--- config.mk ---
export PLATFORM = sky130hd
export DESIGN_NAME = c16_mem_glue
export DESIGN_NICKNAME = d
export VERILOG_FILES = /design/src/c16_mem_pkg.sv /design/src/c16_io_pkg.sv /design/src/c16_bus_if.sv /design/src/dl_if.sv /design/src/c16_bus_decode.sv /design/src/reset_gen.sv /design/src/prg_injector.sv /design/src/zp_shadow.sv /design/src/tap_fetcher.sv /design/src/sdram_arbiter.sv /design/src/c16_mem_glue.sv
export SDC_FILE = /design/constraint.sdc
export NUM_CORES = 1
export LEC_CHECK = 0
export BUFFER_PORTS_ARGS = -buffer_cell sky130_fd_sc_hd__buf_2
export CAP_MARGIN = 10
export CORE_MARGIN = 2
export CORE_UTILIZATION = 45
export CTS_BUF_LIST = sky130_fd_sc_hd__clkbuf_4 sky130_fd_sc_hd__clkbuf_8
export CTS_CLUSTER_SIZE = 24
export DETAILED_ROUTE_END_ITERATION = 10
export GPL_ROUTABILITY_DRIVEN = 0
export SETUP_SLACK_MARGIN = 0.05
export SLEW_MARGIN = 25
export SYNTH_ARGS = -nofsm -noshare
export SYNTH_HDL_FRONTEND = slang
export SYNTH_SLANG_ARGS = --single-unit
--- constraint.sdc ---
create_clock -name clk28 -period 3.45 [get_ports clk28]
set_clock_uncertainty 0.05 [all_clocks]
set_input_delay 0.1725 -clock clk28 [delete_from_list [all_inputs] [get_ports clk28]]
set_output_delay 0.1725 -clock clk28 [all_outputs]
set_load 0.02 [all_outputs]
--- src/c16_mem_pkg.sv ---
/* memory map of the C16 glue; RAM sits at SDRAM byte 0, ROM and TAP images above it
   all addresses assume a single 16-bit wide SDRAM port */
package c16_mem_pkg;

	// byte address as seen by downloads and the tape player
	typedef logic [24:0] dl_addr_t;
	// address of a 16-bit word in the SDRAM
	typedef logic [23:0] word_addr_t;
	// C16 CPU address
	typedef logic [15:0] cpu_addr_t;
	// 00 Kernal, 01 BASIC, 10 Function LOW, 11 Function HIGH
	typedef logic [1:0]  rom_bank_t;

	// --------------------------------------------------------------------------
	// image locations
	// --------------------------------------------------------------------------
	localparam dl_addr_t ROM_MEM_START = 25'h10000;
	localparam dl_addr_t TAP_MEM_START = 25'h20000;

	// word address bit that marks the ROM space
	localparam int ROM_WORD_FLAG = 15;

	// low bytes of the BASIC pointers, the high byte follows each one
	localparam cpu_addr_t ZP_PTR_ADDR [4] = '{
		16'h002d,
		16'h002f,
		16'h0031,
		16'h009d
	};

endpackage

--- src/c16_io_pkg.sv ---
/* download kinds and timing constants of the I/O controller side
   index values follow the I/O controller menu */
package c16_io_pkg;

	// --------------------------------------------------------------------------
	// download indices
	// --------------------------------------------------------------------------
	localparam logic [7:0] IDX_ROM0 = 8'h00;
	localparam logic [7:0] IDX_PRG  = 8'h01;
	localparam logic [7:0] IDX_ROM3 = 8'h03;
	localparam logic [7:0] IDX_TAP  = 8'h41;

	// reset lengths in clk28 cycles
	localparam int unsigned RESET_LONG_DEFAULT  = 28000000;
	localparam int unsigned RESET_SHORT_DEFAULT = 65536;

	// version byte inside a TAP header
	localparam logic [24:0] TAP_VERSION_OFFSET = 25'h0C;

	// an index 0 image starts with 16k of drive ROM which is not stored
	localparam logic [24:0] ROM0_SKIP = 25'h4000;

endpackage

--- src/c16_bus_if.sv ---
/* decoded C16 memory access; cpu_addr is only complete one cycle after the CAS fall */
interface c16_bus_if import c16_mem_pkg::*; ();

	cpu_addr_t   cpu_addr;
	logic        rom_access;
	rom_bank_t   rom_bank;
	logic [13:0] rom_addr;
	logic        cas_n;
	logic        rw;
	logic [7:0]  dout;
	// high in the C16 slice, low in the I/O slice
	logic        clkref;

	modport src (
		output cpu_addr,
		output rom_access,
		output rom_bank,
		output rom_addr,
		output cas_n,
		output rw,
		output dout,
		output clkref
	);

	modport sink (
		input cpu_addr,
		input rom_access,
		input rom_bank,
		input rom_addr,
		input cas_n,
		input rw,
		input dout,
		input clkref
	);

endinterface

--- src/dl_if.sv ---
/* download write path; wr_req only lives for one I/O slice */
interface dl_if import c16_mem_pkg::*; ();

	dl_addr_t   wr_addr;
	logic [7:0] wr_data;
	logic       wr_req;
	// download kind levels
	logic       prg_active;
	logic       tap_active;
	logic       rom_active;
	// raw byte from the I/O controller, one cycle late
	logic       byte_strobe;
	logic [7:0] byte_data;
	logic       prg_done;

	modport src (
		output wr_addr,
		output wr_data,
		output wr_req,
		output prg_active,
		output tap_active,
		output rom_active,
		output byte_strobe,
		output byte_data,
		output prg_done
	);

	modport sink (
		input wr_addr,
		input wr_data,
		input wr_req,
		input prg_active,
		input tap_active,
		input rom_active,
		input byte_strobe,
		input byte_data,
		input prg_done
	);

endinterface

--- src/c16_bus_decode.sv ---
/* C16 strobes must be synchronous to clk28; cartridge ROM banks read as Kernal */
module c16_bus_decode import c16_mem_pkg::*; (
	input  logic        clk28,
	input  logic        pll_locked,
	input  logic        c16_ras_i,
	input  logic        c16_cas_i,
	input  logic        c16_rw_i,
	input  logic [7:0]  c16_a_i,
	input  logic [7:0]  c16_dout_i,
	input  logic        c16_basic_sel_i,
	input  logic        c16_kernal_sel_i,
	input  logic [13:0] c16_rom_addr_i,
	input  logic [3:0]  c16_rom_sel_i,
	c16_bus_if.src      bus
);

	logic       ras_d;
	logic       cas_d;
	logic [7:0] a_low;
	logic [7:0] a_high;
	logic [3:0] clkdiv;

	// address latch and slice counter
	always_ff @(posedge clk28 or negedge pll_locked) begin
		if (!pll_locked) begin
			ras_d  <= 1'b1;
			cas_d  <= 1'b1;
			a_low  <= '0;
			a_high <= '0;
			clkdiv <= '0;
		end else begin
			ras_d <= c16_ras_i;
			cas_d <= c16_cas_i;
			if (ras_d && !c16_ras_i)
				a_low <= c16_a_i;
			if (cas_d && !c16_cas_i)
				a_high <= c16_a_i;
			// restart so that every RAS cycle sees the same slice phase
			if (ras_d && !c16_ras_i)
				clkdiv <= '0;
			else
				clkdiv <= clkdiv + 4'd1;
		end
	end

	always_comb begin
		casez ({c16_basic_sel_i, c16_rom_sel_i})
			5'b1_00??: bus.rom_bank = 2'b00;
			5'b1_10??: bus.rom_bank = 2'b11;
			5'b0_??00: bus.rom_bank = 2'b01;
			5'b0_??10: bus.rom_bank = 2'b10;
			default:   bus.rom_bank = 2'b00;
		endcase
	end

	assign bus.cpu_addr   = {a_high, a_low};
	assign bus.rom_access = (!c16_basic_sel_i || !c16_kernal_sel_i) && c16_rw_i;
	assign bus.rom_addr   = c16_rom_addr_i;
	assign bus.cas_n      = c16_cas_i;
	assign bus.rw         = c16_rw_i;
	assign bus.dout       = c16_dout_i;
	assign bus.clkref     = clkdiv[3];

endmodule

--- src/reset_gen.sv ---
/* a short reset request never shortens a long reset that is still running */
module reset_gen import c16_io_pkg::*; #(
	parameter int unsigned LONG_CYCLES  = RESET_LONG_DEFAULT,
	parameter int unsigned SHORT_CYCLES = RESET_SHORT_DEFAULT
) (
	input  logic clk28,
	input  logic pll_locked,
	input  logic io_reboot_i,
	input  logic reset_req_i,
	input  logic memory_16k_i,
	dl_if.sink   dl,
	output logic reset_o
);

	logic [31:0] reset_cnt;
	logic        last_mem16k;

	always_ff @(posedge clk28 or negedge pll_locked) begin
		if (!pll_locked) begin
			reset_cnt   <= LONG_CYCLES;
			last_mem16k <= 1'b0;
		end else begin
			last_mem16k <= memory_16k_i;
			if (io_reboot_i)
				reset_cnt <= LONG_CYCLES;
			// button, ROM download or new memory layout
			else if (reset_req_i || dl.rom_active || (memory_16k_i != last_mem16k))
				reset_cnt <= (reset_cnt > SHORT_CYCLES) ? reset_cnt : SHORT_CYCLES;
			else if (reset_cnt != 0)
				reset_cnt <= reset_cnt - 32'd1;
		end
	end

	assign reset_o = (reset_cnt != 0);

endmodule

--- src/prg_injector.sv ---
/* bytes must arrive at least one C16/I/O slice pair apart, there is no back-pressure
   a PRG image may load anywhere in the 64k, ROM and TAP images go to fixed bases */
module prg_injector import c16_mem_pkg::*, c16_io_pkg::*; (
	input  logic       clk28,
	input  logic       pll_locked,
	input  logic       ioctl_download_i,
	input  logic [7:0] ioctl_index_i,
	input  logic       ioctl_wr_i,
	input  dl_addr_t   ioctl_addr_i,
	input  logic [7:0] ioctl_data_i,
	input  logic       clkref_i,
	output logic       c16_wait_o,
	dl_if.src          dl
);

	logic       clkref_d;
	logic       ram_wr;
	logic [7:0] ram_data;
	logic       prg_d;
	logic       prg_end;
	logic       is_rom0;
	logic       is_rom3;

	assign is_rom0       = ioctl_download_i && (ioctl_index_i == IDX_ROM0);
	assign is_rom3       = ioctl_download_i && (ioctl_index_i == IDX_ROM3);
	assign dl.prg_active = ioctl_download_i && (ioctl_index_i == IDX_PRG);
	assign dl.tap_active = ioctl_download_i && (ioctl_index_i == IDX_TAP);
	assign dl.rom_active = is_rom0 || is_rom3;
	// the CPU stays off the bus while its memory is rewritten
	assign c16_wait_o    = dl.prg_active || dl.rom_active;

	always_ff @(posedge clk28 or negedge pll_locked) begin
		if (!pll_locked) begin
			clkref_d       <= 1'b0;
			ram_wr         <= 1'b0;
			ram_data       <= '0;
			prg_d          <= 1'b0;
			prg_end        <= 1'b0;
			dl.wr_addr     <= '0;
			dl.wr_data     <= '0;
			dl.wr_req      <= 1'b0;
			dl.byte_strobe <= 1'b0;
			dl.byte_data   <= '0;
			dl.prg_done    <= 1'b0;
		end else begin
			clkref_d       <= clkref_i;
			dl.byte_strobe <= ioctl_wr_i;
			if (ioctl_wr_i)
				dl.byte_data <= ioctl_data_i;
			prg_d       <= dl.prg_active;
			prg_end     <= prg_d && !dl.prg_active;
			dl.prg_done <= prg_end;

			// --------------------------------------------------------------------
			// slice sequencing
			// --------------------------------------------------------------------
			if (clkref_d && !clkref_i) begin
				dl.wr_req <= ram_wr;
				ram_wr    <= 1'b0;
				if (ram_wr)
					dl.wr_data <= ram_data;
			end
			if (!clkref_d && clkref_i) begin
				if (dl.wr_req)
					dl.wr_addr <= dl.wr_addr + 25'd1;
				dl.wr_req <= 1'b0;
			end

			// a new byte waits here for the next I/O slice
			if (ioctl_wr_i) begin
				ram_data <= ioctl_data_i;
				if (dl.prg_active) begin
					// first two bytes carry the load address
					if (ioctl_addr_i == '0)
						dl.wr_addr[7:0] <= ioctl_data_i;
					else if (ioctl_addr_i == 25'd1)
						dl.wr_addr[24:8] <= {9'd0, ioctl_data_i};
					else
						ram_wr <= 1'b1;
				end else if (dl.tap_active) begin
					if (ioctl_addr_i == '0)
						dl.wr_addr <= TAP_MEM_START;
					ram_wr <= 1'b1;
				end else if (is_rom3) begin
					if (ioctl_addr_i == '0)
						dl.wr_addr <= ROM_MEM_START;
					ram_wr <= 1'b1;
				end else if (is_rom0 && (ioctl_addr_i >= ROM0_SKIP)) begin
					if (ioctl_addr_i == ROM0_SKIP)
						dl.wr_addr <= ROM_MEM_START;
					ram_wr <= 1'b1;
				end
			end
		end
	end

endmodule

--- src/zp_shadow.sv ---
/* shadows $2d/$2f/$31/$9d; CPU writes there also reach SDRAM, reads come from here */
module zp_shadow import c16_mem_pkg::*; (
	input  logic       clk28,
	input  logic       pll_locked,
	c16_bus_if.sink    bus,
	dl_if.sink         dl,
	output logic       zp_hit_o,
	output logic [7:0] zp_data_o
);

	logic [15:0] ptr [4];
	logic [3:0]  lo_sel;
	logic [3:0]  hi_sel;
	logic        cas_d;
	logic        zp_we;

	// byte selects and read overlay
	always_comb begin
		zp_data_o = 8'hff;
		for (int i = 0; i < 4; i++) begin
			lo_sel[i] = (bus.cpu_addr == ZP_PTR_ADDR[i]);
			hi_sel[i] = (bus.cpu_addr == ZP_PTR_ADDR[i] + 16'd1);
			if (lo_sel[i])
				zp_data_o = ptr[i][7:0];
			if (hi_sel[i])
				zp_data_o = ptr[i][15:8];
		end
	end

	assign zp_hit_o = !bus.rom_access && ((lo_sel | hi_sel) != '0);

	always_ff @(posedge clk28 or negedge pll_locked) begin
		if (!pll_locked) begin
			cas_d <= 1'b1;
			zp_we <= 1'b0;
			for (int i = 0; i < 4; i++)
				ptr[i] <= '0;
		end else begin
			cas_d <= bus.cas_n;
			// one cycle after the CAS fall the high address byte is stable
			zp_we <= !bus.cas_n && cas_d;
			if (dl.prg_done) begin
				// BASIC end pointers follow the injected program
				for (int i = 0; i < 4; i++)
					ptr[i] <= dl.wr_addr[15:0] + 16'd1;
			end else if (zp_we && !bus.rw) begin
				for (int i = 0; i < 4; i++) begin
					if (lo_sel[i])
						ptr[i][7:0] <= bus.dout;
					if (hi_sel[i])
						ptr[i][15:8] <= bus.dout;
				end
			end
		end
	end

endmodule

--- src/tap_fetcher.sv ---
/* plays back the last TAP image; a full player FIFO holds the next fetch back
   no fetch runs while the I/O controller is busy */
module tap_fetcher import c16_mem_pkg::*, c16_io_pkg::*; (
	input  logic        clk28,
	input  logic        pll_locked,
	input  logic        reset_i,
	dl_if.sink          dl,
	input  logic        clkref_i,
	input  logic [15:0] sdram_dout_i,
	input  logic        tap_wrfull_i,
	input  logic        ioctl_busy_i,
	output logic        tap_oe_o,
	output dl_addr_t    tap_addr_o,
	output logic [7:0]  tap_data_o,
	output logic        tap_wrreq_o,
	output logic        tap_reset_o,
	output logic [1:0]  tap_version_o
);

	dl_addr_t last_addr;
	logic     clkref_d;

	always_ff @(posedge clk28 or negedge pll_locked) begin
		if (!pll_locked) begin
			tap_addr_o    <= TAP_MEM_START;
			last_addr     <= TAP_MEM_START;
			tap_oe_o      <= 1'b0;
			tap_data_o    <= '0;
			tap_wrreq_o   <= 1'b0;
			tap_reset_o   <= 1'b1;
			tap_version_o <= '0;
			clkref_d      <= 1'b0;
		end else if (reset_i) begin
			tap_addr_o  <= TAP_MEM_START;
			last_addr   <= TAP_MEM_START;
			tap_oe_o    <= 1'b0;
			tap_wrreq_o <= 1'b0;
			tap_reset_o <= 1'b1;
			clkref_d    <= clkref_i;
		end else begin
			clkref_d    <= clkref_i;
			tap_reset_o <= 1'b0;
			tap_wrreq_o <= 1'b0;
			// a new image rewinds the player, its write address marks the end
			if (dl.tap_active) begin
				tap_addr_o  <= TAP_MEM_START;
				last_addr   <= dl.wr_addr;
				tap_reset_o <= 1'b1;
				if (dl.byte_strobe && (dl.wr_addr == TAP_MEM_START + TAP_VERSION_OFFSET))
					tap_version_o <= dl.byte_data[1:0];
			end
			// fetch in the I/O slice
			if (clkref_d && !clkref_i && !ioctl_busy_i && !tap_wrfull_i &&
			    (tap_addr_o != last_addr))
				tap_oe_o <= 1'b1;
			// word is back by the next C16 slice
			if (!clkref_d && clkref_i && tap_oe_o) begin
				tap_wrreq_o <= 1'b1;
				tap_data_o  <= tap_addr_o[0] ? sdram_dout_i[15:8] : sdram_dout_i[7:0];
				tap_oe_o    <= 1'b0;
				tap_addr_o  <= tap_addr_o + 25'd1;
			end
		end
	end

endmodule

--- src/sdram_arbiter.sv ---
/* clkref high gives the SDRAM port to the C16, low to tape fetches and downloads */
module sdram_arbiter import c16_mem_pkg::*; (
	input  logic        memory_16k_i,
	c16_bus_if.sink     bus,
	dl_if.sink          dl,
	input  logic        tap_oe_i,
	input  dl_addr_t    tap_addr_i,
	input  logic        zp_hit_i,
	input  logic [7:0]  zp_data_i,
	input  logic [15:0] sdram_dout_i,
	output word_addr_t  sdram_addr_o,
	output logic [15:0] sdram_din_o,
	output logic        sdram_we_o,
	output logic        sdram_oe_o,
	output logic [1:0]  sdram_ds_o,
	output logic [7:0]  c16_din_o
);

	logic       tap_sel;
	dl_addr_t   byte_addr;
	cpu_addr_t  ram_byte;
	logic [14:0] ram_word;
	word_addr_t rom_word;
	logic [7:0] wr_byte;

	// a fetch never runs over an image that is still loading
	assign tap_sel = tap_oe_i && !dl.tap_active;

	always_comb begin
		if (bus.clkref)
			byte_addr = bus.rom_access ? {9'd0, bus.rom_bank, bus.rom_addr} : {9'd0, bus.cpu_addr};
		else
			byte_addr = tap_sel ? tap_addr_i : dl.wr_addr;

		// PRG downloads land in C16 RAM and follow its layout
		ram_byte = bus.clkref ? bus.cpu_addr : dl.wr_addr[15:0];
		if (memory_16k_i)
			ram_word = {1'b0, ram_byte[13:7], 1'b0, ram_byte[6:1]};
		else
			ram_word = ram_byte[15:1];

		rom_word                = '0;
		rom_word[ROM_WORD_FLAG] = 1'b1;
		rom_word[14:0]          = {bus.rom_bank, bus.rom_addr[13:1]};

		if (bus.clkref)
			sdram_addr_o = bus.rom_access ? rom_word : {9'd0, ram_word};
		else if (!tap_sel && dl.prg_active)
			sdram_addr_o = {9'd0, ram_word};
		else
			sdram_addr_o = byte_addr[24:1];
	end

	assign wr_byte     = bus.clkref ? bus.dout : dl.wr_data;
	assign sdram_din_o = {wr_byte, wr_byte};
	assign sdram_ds_o  = {byte_addr[0], !byte_addr[0]};
	assign sdram_we_o  = bus.clkref ? (!bus.cas_n && !bus.rw) : (dl.wr_req && !tap_sel);
	assign sdram_oe_o  = bus.clkref ? ((!bus.cas_n && bus.rw) || bus.rom_access) : tap_sel;

	assign c16_din_o = zp_hit_i ? zp_data_i :
		(bus.cpu_addr[0] ? sdram_dout_i[15:8] : sdram_dout_i[7:0]);

endmodule

--- src/c16_mem_glue.sv ---
/* memory glue between a C16 core and one SDRAM request port
   the SDRAM controller must finish each request within one clkref slice */
module c16_mem_glue import c16_mem_pkg::*, c16_io_pkg::*; #(
	parameter int unsigned RESET_LONG  = RESET_LONG_DEFAULT,
	parameter int unsigned RESET_SHORT = RESET_SHORT_DEFAULT
) (
	input  logic        clk28,
	input  logic        pll_locked,
	// C16 bus
	input  logic        c16_ras_i,
	input  logic        c16_cas_i,
	input  logic        c16_rw_i,
	input  logic [7:0]  c16_a_i,
	input  logic [7:0]  c16_dout_i,
	input  logic        c16_basic_sel_i,
	input  logic        c16_kernal_sel_i,
	input  logic [13:0] c16_rom_addr_i,
	input  logic [3:0]  c16_rom_sel_i,
	output logic [7:0]  c16_din_o,
	output logic        c16_wait_o,
	// I/O controller
	input  logic        ioctl_download_i,
	input  logic [7:0]  ioctl_index_i,
	input  logic        ioctl_wr_i,
	input  dl_addr_t    ioctl_addr_i,
	input  logic [7:0]  ioctl_data_i,
	input  logic        io_reboot_i,
	input  logic        reset_req_i,
	input  logic        memory_16k_i,
	// SDRAM request
	output word_addr_t  sdram_addr_o,
	output logic [15:0] sdram_din_o,
	output logic        sdram_we_o,
	output logic        sdram_oe_o,
	output logic [1:0]  sdram_ds_o,
	input  logic [15:0] sdram_dout_i,
	output logic        clkref_o,
	// cassette player
	input  logic        tap_wrfull_i,
	output logic [7:0]  tap_data_o,
	output logic        tap_wrreq_o,
	output logic        tap_reset_o,
	output logic [1:0]  tap_version_o,
	output logic        reset_o
);

	c16_bus_if bus ();
	dl_if      dl ();

	logic       tap_oe;
	dl_addr_t   tap_addr;
	logic       zp_hit;
	logic [7:0] zp_data;

	assign clkref_o = bus.clkref;

	c16_bus_decode u_decode (
		.clk28, .pll_locked, .c16_ras_i, .c16_cas_i, .c16_rw_i, .c16_a_i, .c16_dout_i,
		.c16_basic_sel_i, .c16_kernal_sel_i, .c16_rom_addr_i, .c16_rom_sel_i,
		.bus(bus.src)
	);

	reset_gen #(.LONG_CYCLES(RESET_LONG), .SHORT_CYCLES(RESET_SHORT)) u_reset (
		.clk28, .pll_locked, .io_reboot_i, .reset_req_i, .memory_16k_i,
		.dl(dl.sink), .reset_o
	);

	prg_injector u_inject (
		.clk28, .pll_locked, .ioctl_download_i, .ioctl_index_i, .ioctl_wr_i,
		.ioctl_addr_i, .ioctl_data_i, .clkref_i(bus.clkref), .c16_wait_o,
		.dl(dl.src)
	);

	zp_shadow u_zp (
		.clk28, .pll_locked, .bus(bus.sink), .dl(dl.sink),
		.zp_hit_o(zp_hit), .zp_data_o(zp_data)
	);

	tap_fetcher u_tap (
		.clk28, .pll_locked, .reset_i(reset_o), .dl(dl.sink), .clkref_i(bus.clkref),
		.sdram_dout_i, .tap_wrfull_i, .ioctl_busy_i(ioctl_download_i),
		.tap_oe_o(tap_oe), .tap_addr_o(tap_addr), .tap_data_o, .tap_wrreq_o,
		.tap_reset_o, .tap_version_o
	);

	sdram_arbiter u_arb (
		.memory_16k_i, .bus(bus.sink), .dl(dl.sink), .tap_oe_i(tap_oe),
		.tap_addr_i(tap_addr), .zp_hit_i(zp_hit), .zp_data_i(zp_data), .sdram_dout_i,
		.sdram_addr_o, .sdram_din_o, .sdram_we_o, .sdram_oe_o, .sdram_ds_o, .c16_din_o
	);

endmodule

==> results.json, run 1 <==
{
  "ys_types": 84,
  "p_comb_frac": 0.281,
  "fin_crit_sh": 0.926,
  "cts_tree": "done",
  "clk_latency_ns": 0.55,
  "final_nets": 1710,
  "cts_sinks": 231,
  "vdd_ir_drop_max_v": 0.000534,
  "worst_slew_pin_slew_ns": 0.960,
  "io_buffers": 170,
  "syn-instance-count": 1407,
  "crit_fanout": 11,
  "dieWidth_um": 177,
  "critical_path_class": "reg2out",
  "rrSetupSlack_ns": 0.62,
  "final_cell_mix": "dfrtp_1, nand2_1, buf_2, nor2_1, mux2_2",
  "routed_wl_um": 40200,
  "max_stage_delay_ns": 0.45,
  "cpLargestDelayFamily": "simple AND/OR/NAND/NOR gates",
  "drc": 0,
  "cts_root_buf": "clkbuf_8",
  "wl_per_cell_um": 19.9,
  "dp_hpwl_um": 29000,
  "power.net_switching_mw": 2.86,
  "grt_pass1_vias": 11300,
  "layout_commonest_cell": "dfrtp_1",
  "status": "finished clean",
  "power_frac_seq": 0.393,
  "synth-main-ff-cell": "dfrtp_1",
  "start_kind": "flop",
  "rows": 63,
  "p_int_mw": 5.43,
  "syn_to_final_growth_pct": 19.5,
  "synth_edf_count": 0,
  "path_clk_slew_ns": 0.05,
  "place_area_um2": 14700,
  "cellLeakagePower_nw": 7.09,
  "cts_max_path_buffers": 3,
  "worstPathBufferInverterCount": 1,
  "grt_max_degree": 86,
  "p_sw_frac": 0.346,
  "antenna_found_initial": 1,
  "final.setup.tns_ns": 0,
  "drtIter0Drc": 921,
  "vias": 11600,
  "max_freq_mhz": 313,
  "setup_violations": 0,
  "finalPower_mw": 8.29,
  "arrival_ns": 2.97,
  "ys_seq_area_frac": 0.432,
  "slew_headroom": 0.357,
  "grtUsageTotal": 0.259,
  "numCtsBuffers": 42,
  "synthArstFlopShare": 1.00,
  "drtAntennaViolNets": 0,
  "p_clk_frac": 0.327,
  "core_area_um2": 29600,
  "first_pass_iters": 5,
  "layout-drive-gt1-share": 0.278,
  "die_area_um2": 31300,
  "hp-class": "in2reg",
  "synth_area_um2": 13400,
  "crit_path_top_delay_cell": "nor4_4",
  "post_synth.cell_area_avg_um2": 9.56,
  "dieHeight_um": 177,
  "end_kind": "output pin",
  "ys_ff_latch": 231,
  "post_cts_buffers": 0,
  "yosys_warnings": 0,
  "hold_slack_ns": 0.0725,
  "period_needed_ns": 3.19,
  "design_area_um2": 16100,
  "grt_pass1_wl_um": 63300,
  "path_cells": "nor4_4, and2_1, and3_2, mux2_2, a31oi_1, buf_2",
  "required_ns": 3.23,
  "rsz0062_at_grt": "yes",
  "start_util": 0.455,
  "hold_viol": 0,
  "num_io_pins": 171,
  "vias_per_cell": 5.75,
  "cap_violations": 0,
  "synth_nets": 1518,
  "slew_violations": 0,
  "htreeDepth": 2,
  "grt.overflow.total": 0,
  "powerDensity_nw_per_um2": 516
}
==> stage by stage <==
step / setup WS [ns] / instances / util
floorplan: 0.930 / 1407 / -
global placement: 0.559 / 1903 / 0.497
detailed placement: 0.467 / 1903 / 0.497
CTS: 0.0814 / 2021 / 0.542
global route: 0.00367 / 2022 / 0.543
finish: 0.257 / 2022 / 0.543
==> layout make-up <==
cell class / instances / area, um2
clock inverters: 7 / 42.5
clock buffers: 69 / 850
diodes: 1 / 2.50
flip-flops and latches: 231 / 5810
multi-input cells: 1055 / 7220
inverters: 20 / 75.1
repair buffers: 249 / 1580
fillers: 2766 / 13500
well taps: 390 / 488
==> flip-flops by register name (all words and copies together) (netlist names), 25 cells and up <==
register / count
u_reset.reset_cnt: 32
u_tap.tap_addr_o: 25
u_tap.last_addr: 25
u_zp.ptr: 64
u_inject.dl.wr_addr: 25
==> synth_stat cells, types with 6 or more instances <==
| cell | number | area share |
|---|---|---|
| a211oi_1 | 8 | 0.0045 |
| a22oi_1 | 7 | 0.0039 |
| o21ai_0 | 54 | 0.020 |
| o31ai_1 | 8 | 0.0045 |
| a31oi_1 | 31 | 0.014 |
| mux4_2 | 6 | 0.010 |
| nand2_1 | 181 | 0.051 |
| a311oi_1 | 8 | 0.0052 |
| mux2_2 | 103 | 0.086 |
| nor2_1 | 117 | 0.033 |
| xnor2_1 | 59 | 0.038 |
| o221ai_1 | 8 | 0.0052 |
| nand3_1 | 46 | 0.017 |
| ha_1 | 7 | 0.0065 |
| buf_2 | 13 | 0.0048 |
| o21a_1 | 7 | 0.0039 |
| a21o_1 | 6 | 0.0034 |
| and3_1 | 16 | 0.0074 |
| dfstp_2 | 17 | 0.033 |
| nor4_1 | 26 | 0.012 |
| nor4_2 | 8 | 0.0074 |
| and2_1 | 11 | 0.0051 |
| and4_1 | 11 | 0.0072 |
| or3_1 | 9 | 0.0042 |
| nor3_1 | 28 | 0.010 |
| mux2i_1 | 37 | 0.028 |
| buf_4 | 8 | 0.0045 |
| a221o_1 | 6 | 0.0045 |
| a21oi_1 | 61 | 0.023 |
| nand4_1 | 29 | 0.013 |
| inv_1 | 16 | 0.0045 |
| o22ai_1 | 15 | 0.0070 |
| clkbuf_1 | 73 | 0.020 |
| xor2_1 | 30 | 0.020 |
| nor2b_1 | 14 | 0.0065 |
| nand3b_1 | 6 | 0.0034 |
| dfrtp_1 | 214 | 0.40 |
==> tightest hold or removal path: stages <==
cell and delay, ns:
buf_2 0.13, a22oi_1 0.08, nor2_1 0.09, nand2_1 0.09, nand2_1 0.06
==> worst paths after layout <==
kind	startpoint	endpoint	cells after the start
worst min register to register	u_inject.prg_end	u_inject.dl.prg_done	0
min in group asynchronous	pll_locked	u_reset.reset_cnt[18]	2
max in group asynchronous	pll_locked	u_tap.tap_data_o[1]	3
worst max-delay path	u_decode.a_high[3]	c16_din_o[1]	6
worst min-delay path	ioctl_addr_i[14]	u_inject.dl.wr_addr[16]	5
worst max register to register	u_reset.reset_cnt[0]	u_reset.reset_cnt[22]	7
==> cells by family (layout without fill, tap and decap cells) <==
logic type,count (synthesis),in the layout,share of synthesized area
AO/OA/AOI/OAI,258,258,0.128
XOR/XNOR,89,89,0.0580
adder cells (fa/ha/maj),7,7,0.00651
buffers and inverters,121,345,0.0383
flip-flops,231,231,0.432
multiplexers,148,148,0.126
other,0,1,0
AND/OR/NAND/NOR,553,553,0.212
==> per-layer routing <==
metal	routed length [um]	part of all wire	GRT usage
met1	19000	0.47	0.389
met2	17200	0.43	0.377
met3	3020	0.075	0.0460
met4	1010	0.025	0.0816
met5	0	0	0
==> power groups by stage <==
stage / logic (mW) / registers, mW / clock network (mW)
floorplan: 1.65 / 3.13 / 0
global placement: 2.26 / 3.27 / 0
detailed placement: 2.27 / 3.28 / 0
CTS: 2.32 / 3.23 / 2.79
global route: 2.51 / 3.29 / 2.90
finish: 2.33 / 3.25 / 2.71
==> repair_timing <==
item / 4_1_cts / 5_1_grt
cloned: 0 / 0
hold endpoints to repair: 139 / 0
endpoints found under the setup margin: 7 / 8
hold buffers: 42 / 0
gates resized for setup: 2 / 5
Power figures use the tool's default switching activity.
==> run 2, diff against run 1 <==
Clock period 3.45 ns to 3 ns, I/O delays scaled along.
==> results.json, run 2 (same netlist as run 1, synthesis figures left out) <==
{
  "p_int_mw": 6.30,
  "wl_met1_um": 19100,
  "powerDensity_nw_per_um2": 584,
  "hold_slack_ns": 0.0262,
  "register_area_um2": 5810,
  "wl_per_cell_um": 19.9,
  "max_freq_mhz": 338,
  "fill_cells": 2674,
  "core_area_um2": 29600,
  "power_frac_seq": 0.393,
  "cts_root_buf": "clkbuf_8",
  "final_nets": 1745,
  "vias": 11800,
  "max_stage_delay_ns": 0.39,
  "dieHeight_um": 177,
  "arrival_ns": 2.76,
  "setup_violations": 0,
  "rrSetupSlack_ns": 0.24,
  "routed_wl_um": 40900,
  "dr_wl_met3_um": 2870,
  "clk_latency_ns": 0.54,
  "path_clk_slew_ns": 0.06,
  "power.net_switching_mw": 3.30,
  "crit_fanout": 7,
  "p_clk_frac": 0.324,
  "worstPathBufferInverterCount": 2,
  "path_cells": "nor4_2, buf_4, nand4_1, o32ai_2, and3_4, mux2_2, a31oi_1, buf_4",
  "cts_tree": "done",
  "multi_input_area_um2": 7320,
  "critical_path_class": "reg2out",
  "period_needed_ns": 2.96,
  "crit_path_top_delay_cell": "dfrtp_1",
  "final_core_util": 0.557,
  "slew_headroom": 0.297,
  "grt_pass1_vias": 11300,
  "cpLargestDelayFamily": "simple AND/OR/NAND/NOR gates",
  "numCtsBuffers": 41,
  "layout-drive-gt1-share": 0.301,
  "wl_met2_um": 18100,
  "dp_hpwl_um": 29400,
  "slew_violations": 0,
  "cellLeakagePower_nw": 7.30,
  "grt_max_degree": 89,
  "dieWidth_um": 177,
  "drc": 0,
  "fin_crit_sh": 0.986,
  "p_sw_frac": 0.344,
  "syn_to_final_growth_pct": 22.4,
  "reg2reg_from": "u_reset.reset_cnt[0]",
  "min-delay-start": "ioctl_download_i",
  "diodes": 0,
  "setup_ws_ns": 0.0428,
  "dp_worst_setup_slack_ns": 0.197,
  "vias_per_cell": 5.76,
  "antenna_found_initial": 0,
  "cap_violations": 0,
  "cts_sinks": 231,
  "grtUsageTotal": 0.262,
  "largest_reg_flops": 64,
  "htreeDepth": 2,
  "required_ns": 2.80,
  "layout_commonest_cell": "dfrtp_1",
  "worst_slew_pin_slew_ns": 1.05,
  "end_kind": "output pin",
  "start_util": 0.455,
  "grt_pass1_wl_um": 64200,
  "hold_depth": 4,
  "highest_layer": "met4",
  "drtAntennaViolNets": 0,
  "final_cell_mix": "dfrtp_1, nand2_1, buf_2, nor2_1, mux2_2",
  "p_comb_frac": 0.283,
  "start_kind": "flop",
  "top_regs": "u_zp.ptr (64), u_reset.reset_cnt (32)",
  "drtIter0Drc": 833,
  "status": "finished clean",
  "cts_max_path_buffers": 3,
  "hold_viol": 0,
  "r2r_end": "u_reset.reset_cnt[9]",
  "rows": 63,
  "io_buffers": 170,
  "first_pass_iters": 6,
  "crit_top_cell": "buf_4",
  "hp-class": "in2reg",
  "regMostFlops": "u_zp.ptr",
  "num_io_pins": 171,
  "die_area_um2": 31300,
  "vdd_ir_drop_max_v": 0.000630,
  "rsz0062_at_grt": "yes",
  "reg2reg_depth": 8,
  "hold_end": "u_tap.tap_oe_o",
  "grt.overflow.total": 0
}
==> run 2: cell types whose count changed in the layout (fill, tap and decap cells not counted), moves of 6 or more <==
cell	previous run	this run
buf_2	169	162
buf_4	35	74
mux2_2	103	97
mux2_4	0	6
==> run 2: per-stage QoR <==
step	instances	power, mW	cell area [um2]	TNS (ns)
final	2054	9.61	16500	0
after global routing	2054	10.1	16500	-0.251
after CTS	2047	9.63	16300	0
after detailed placement	1927	6.42	14900	0
after global placement	1927	6.39	14900	0
after floorplan	1407	5.50	13400	0
==> run 2: worst max path at each step <==
| stage | start | end | slack, ns | cells past startpoint |
|---|---|---|---|---|
| global route | u_decode.a_high[4] | c16_din_o[2] | -0.06 | 8 |
| floorplan | u_decode.a_high[3] | c16_din_o[1] | 0.50 | 7 |
| global placement | u_reset.reset_cnt[0] | u_reset.reset_cnt[16] | 0.21 | 8 |
| detailed placement | u_reset.reset_cnt[0] | u_reset.reset_cnt[9] | 0.20 | 8 |
| CTS | u_decode.a_high[4] | c16_din_o[2] | 0.03 | 8 |
| finish | u_decode.a_high[4] | c16_din_o[2] | 0.04 | 8 |
==> run 2: final cells by class <==
type	count	share of cell area
multi-input cells	1056	0.445
clock inverters	3	0.00122
inverters	20	0.00456
flip-flops and latches	231	0.353
clock buffers	70	0.0525
well taps	390	0.0296
repair buffers	284	0.115
==> run 2: per-layer routing <==
layer,vias to the layer above,GRT usage
li1,5548,-
met1,5779,0.387
met2,438,0.394
met4,0,0.0689
met5,-,0
met3,66,0.0500
==> run 2: power by group through the flow <==
stage                     combinational (mW)  clock [mW]  sequential, mW
final                                   2.72        3.11            3.78
after global routing                    2.95        3.34            3.80
after CTS                               2.69        3.19            3.75
after detailed placement                2.62           0            3.80
after global placement                  2.60           0            3.79
after floorplan                         1.90           0            3.60
==> run 2: worst reg2reg max path, cell delays in order, from the launching register on <==
cell,delay [ns]
dfrtp_1,0.41
inv_1,0.07
ha_1,0.18
or4b_4,0.52
o41ai_4,0.48
nand4_2,0.25
nand2_4,0.22
o21ai_0,0.13
a221o_1,0.37
==> run 2: repair_timing <==
item | CTS | global route
setup endpoints to repair | 9 | 12
cloned | 1 | 0
hold buffers | 41 | 0
endpoints found under the hold margin | 135 | 0
pin swaps | 6 | 4
gates resized for setup | 15 | 29
buffers inserted | 5 | 7
==> run 3, diff against run 2 <==
Settings changed: SETUP_SLACK_MARGIN 0.05 to 0.15.
Clock period 3 ns to 3.4 ns, I/O delays scaled along.
==> results.json, run 3 (same netlist as run 1, synthesis figures left out) <==
{
  "status": "finished clean",
  "reg2reg_from": "u_reset.reset_cnt[0]",
  "start_util": 0.455,
  "clk_latency_ns": 0.55,
  "io_buffers": 170,
  "hp-class": "in2reg",
  "p_comb_frac": 0.275,
  "hold_slack_ns": 0.0866,
  "grt_max_degree": 106,
  "dp_hpwl_um": 29000,
  "cts_tree": "done",
  "hold_viol": 0,
  "finalPower_mw": 8.43,
  "min-delay-start": "c16_dout_i[1]",
  "period_needed_ns": 3.12,
  "cts_root_buf": "clkbuf_8",
  "layout-drive-gt1-share": 0.281,
  "grt_pass1_wl_um": 63900,
  "rows": 63,
  "slew_violations": 0,
  "p_sw_frac": 0.346,
  "vdd_ir_drop_max_v": 0.000571,
  "r2r_end": "u_reset.reset_cnt[20]",
  "max_stage_delay_ns": 0.47,
  "final_nets": 1715,
  "power_frac_seq": 0.396,
  "vias": 11800,
  "power.net_switching_mw": 2.91,
  "critical_path_class": "reg2out",
  "fin_crit_sh": 0.919,
  "largest_reg_flops": 64,
  "worstPathBufferInverterCount": 1,
  "powerDensity_nw_per_um2": 523,
  "regMostFlops": "u_zp.ptr",
  "worst_slew_pin_slew_ns": 1.00,
  "dieHeight_um": 177,
  "drtAntennaViolNets": 0,
  "drc": 0,
  "layout_commonest_cell": "dfrtp_1",
  "final.setup.tns_ns": 0,
  "core_area_um2": 29600,
  "htreeDepth": 2,
  "path_cells": "nor4_4, nand4_1, o32ai_1, and3_4, mux2_2, a31oi_1, buf_2",
  "setup_violations": 0,
  "crit_cells": 7,
  "top_regs": "u_zp.ptr (64), u_reset.reset_cnt (32)",
  "final_core_util": 0.545,
  "max_freq_mhz": 320,
  "required_ns": 3.18,
  "drtIter0Drc": 949,
  "cts_max_path_buffers": 3,
  "slew_headroom": 0.327,
  "cpLargestDelayFamily": "simple AND/OR/NAND/NOR gates",
  "routed_wl_um": 40200,
  "crit_fanout": 10,
  "p_clk_frac": 0.329,
  "path_clk_slew_ns": 0.06,
  "crit_end": "c16_din_o[4]",
  "vias_per_cell": 5.82,
  "rrSetupSlack_ns": 0.50,
  "placed_cells": 1903,
  "end_kind": "output pin",
  "crit_path_start": "u_decode.a_high[7]",
  "antenna_found_initial": 1,
  "grtUsageTotal": 0.259,
  "wl_per_cell_um": 19.8,
  "rsz0062_at_grt": "yes",
  "grt.overflow.total": 0,
  "p_int_mw": 5.52,
  "reg2reg_depth": 7,
  "cap_violations": 0,
  "numCtsBuffers": 43,
  "die_area_um2": 31300,
  "first_pass_iters": 9,
  "start_kind": "flop",
  "cellLeakagePower_nw": 7.09,
  "cts_sinks": 231,
  "num_io_pins": 171,
  "fin_cells": 2024,
  "crit_path_top_delay_cell": "nor4_4",
  "grt_pass1_vias": 11500,
  "dieWidth_um": 177,
  "final_cell_mix": "dfrtp_1, nand2_1, buf_2, nor2_1, mux2_2",
  "syn_to_final_growth_pct": 19.9,
  "arrival_ns": 2.90
}
-- run 3: changes by cell type in the layout (fill, tap and decap cells not counted), moves of 3 or more --
cell and change:
o221ai_1 +4, mux2_4 -6, o221ai_2 -4, and4_1 +3
mux2_2 +6, buf_4 -35, and4_2 -3, buf_2 +7
-- run 3: worst min-delay path by stage --
stage,slack (ns),cells past startpoint,endpoint
after global placement,0.23,1,u_reset.reset_cnt[28]
after detailed placement,0.24,1,u_reset.reset_cnt[28]
after CTS,0.06,5,u_inject.dl.wr_addr[16]
final,0.09,3,u_zp.ptr[17]
after floorplan,-0.18,0,u_decode.a_high[0]
after global routing,0.08,3,u_zp.ptr[49]
-- run 3: power by group through the flow --
stage	clock, mW	sequential (mW)	combinational [mW]
floorplan	0	3.18	1.68
global route	2.96	3.37	2.52
detailed placement	0	3.36	2.26
finish	2.77	3.34	2.32
global placement	0	3.36	2.25
CTS	2.85	3.32	2.31
-- run 3: final cells by class --
cell class	instances	area, um2
antenna	1	2.50
clock buffer	71	871
clock inverter	3	22.5
fill	2727	13400
inverter	20	75.1
multi-input combinational	1055	7230
sequential	231	5810
tap	390	488
timing repair buffer	253	1610
-- run 3: what timing repair did --
item	CTS	global route
gates resized for setup	6	6
hold buffers	42	0
endpoints found under the setup margin	8	11
hold endpoints to repair	148	0
buffers inserted	0	4
pin swaps	0	4
-- run 3: metal layers --
| metal | global-route usage | up-vias | routed length, um |
|---|---|---|---|
| met3 | 0.0552 | 76 | 3170 |
| li1 | - | 5505 | - |
| met2 | 0.385 | 463 | 17500 |
| met5 | 0 | - | 0 |
| met1 | 0.383 | 5745 | 18600 |
| met4 | 0.0709 | 0 | 830 |
-- run 3: tightest hold or removal path, cell delays in order --
cell and delay, ns:
buf_2 0.12, mux2_2 0.20, mux2_2 0.15
-- run 3: through the flow --
stage	setup slack, ns	cell area [um2]
floorplan	0.883	13400
global placement	0.435	14700
detailed placement	0.419	14700
CTS	0.230	16000
global route	0.0985	16100
finish	0.276	16100
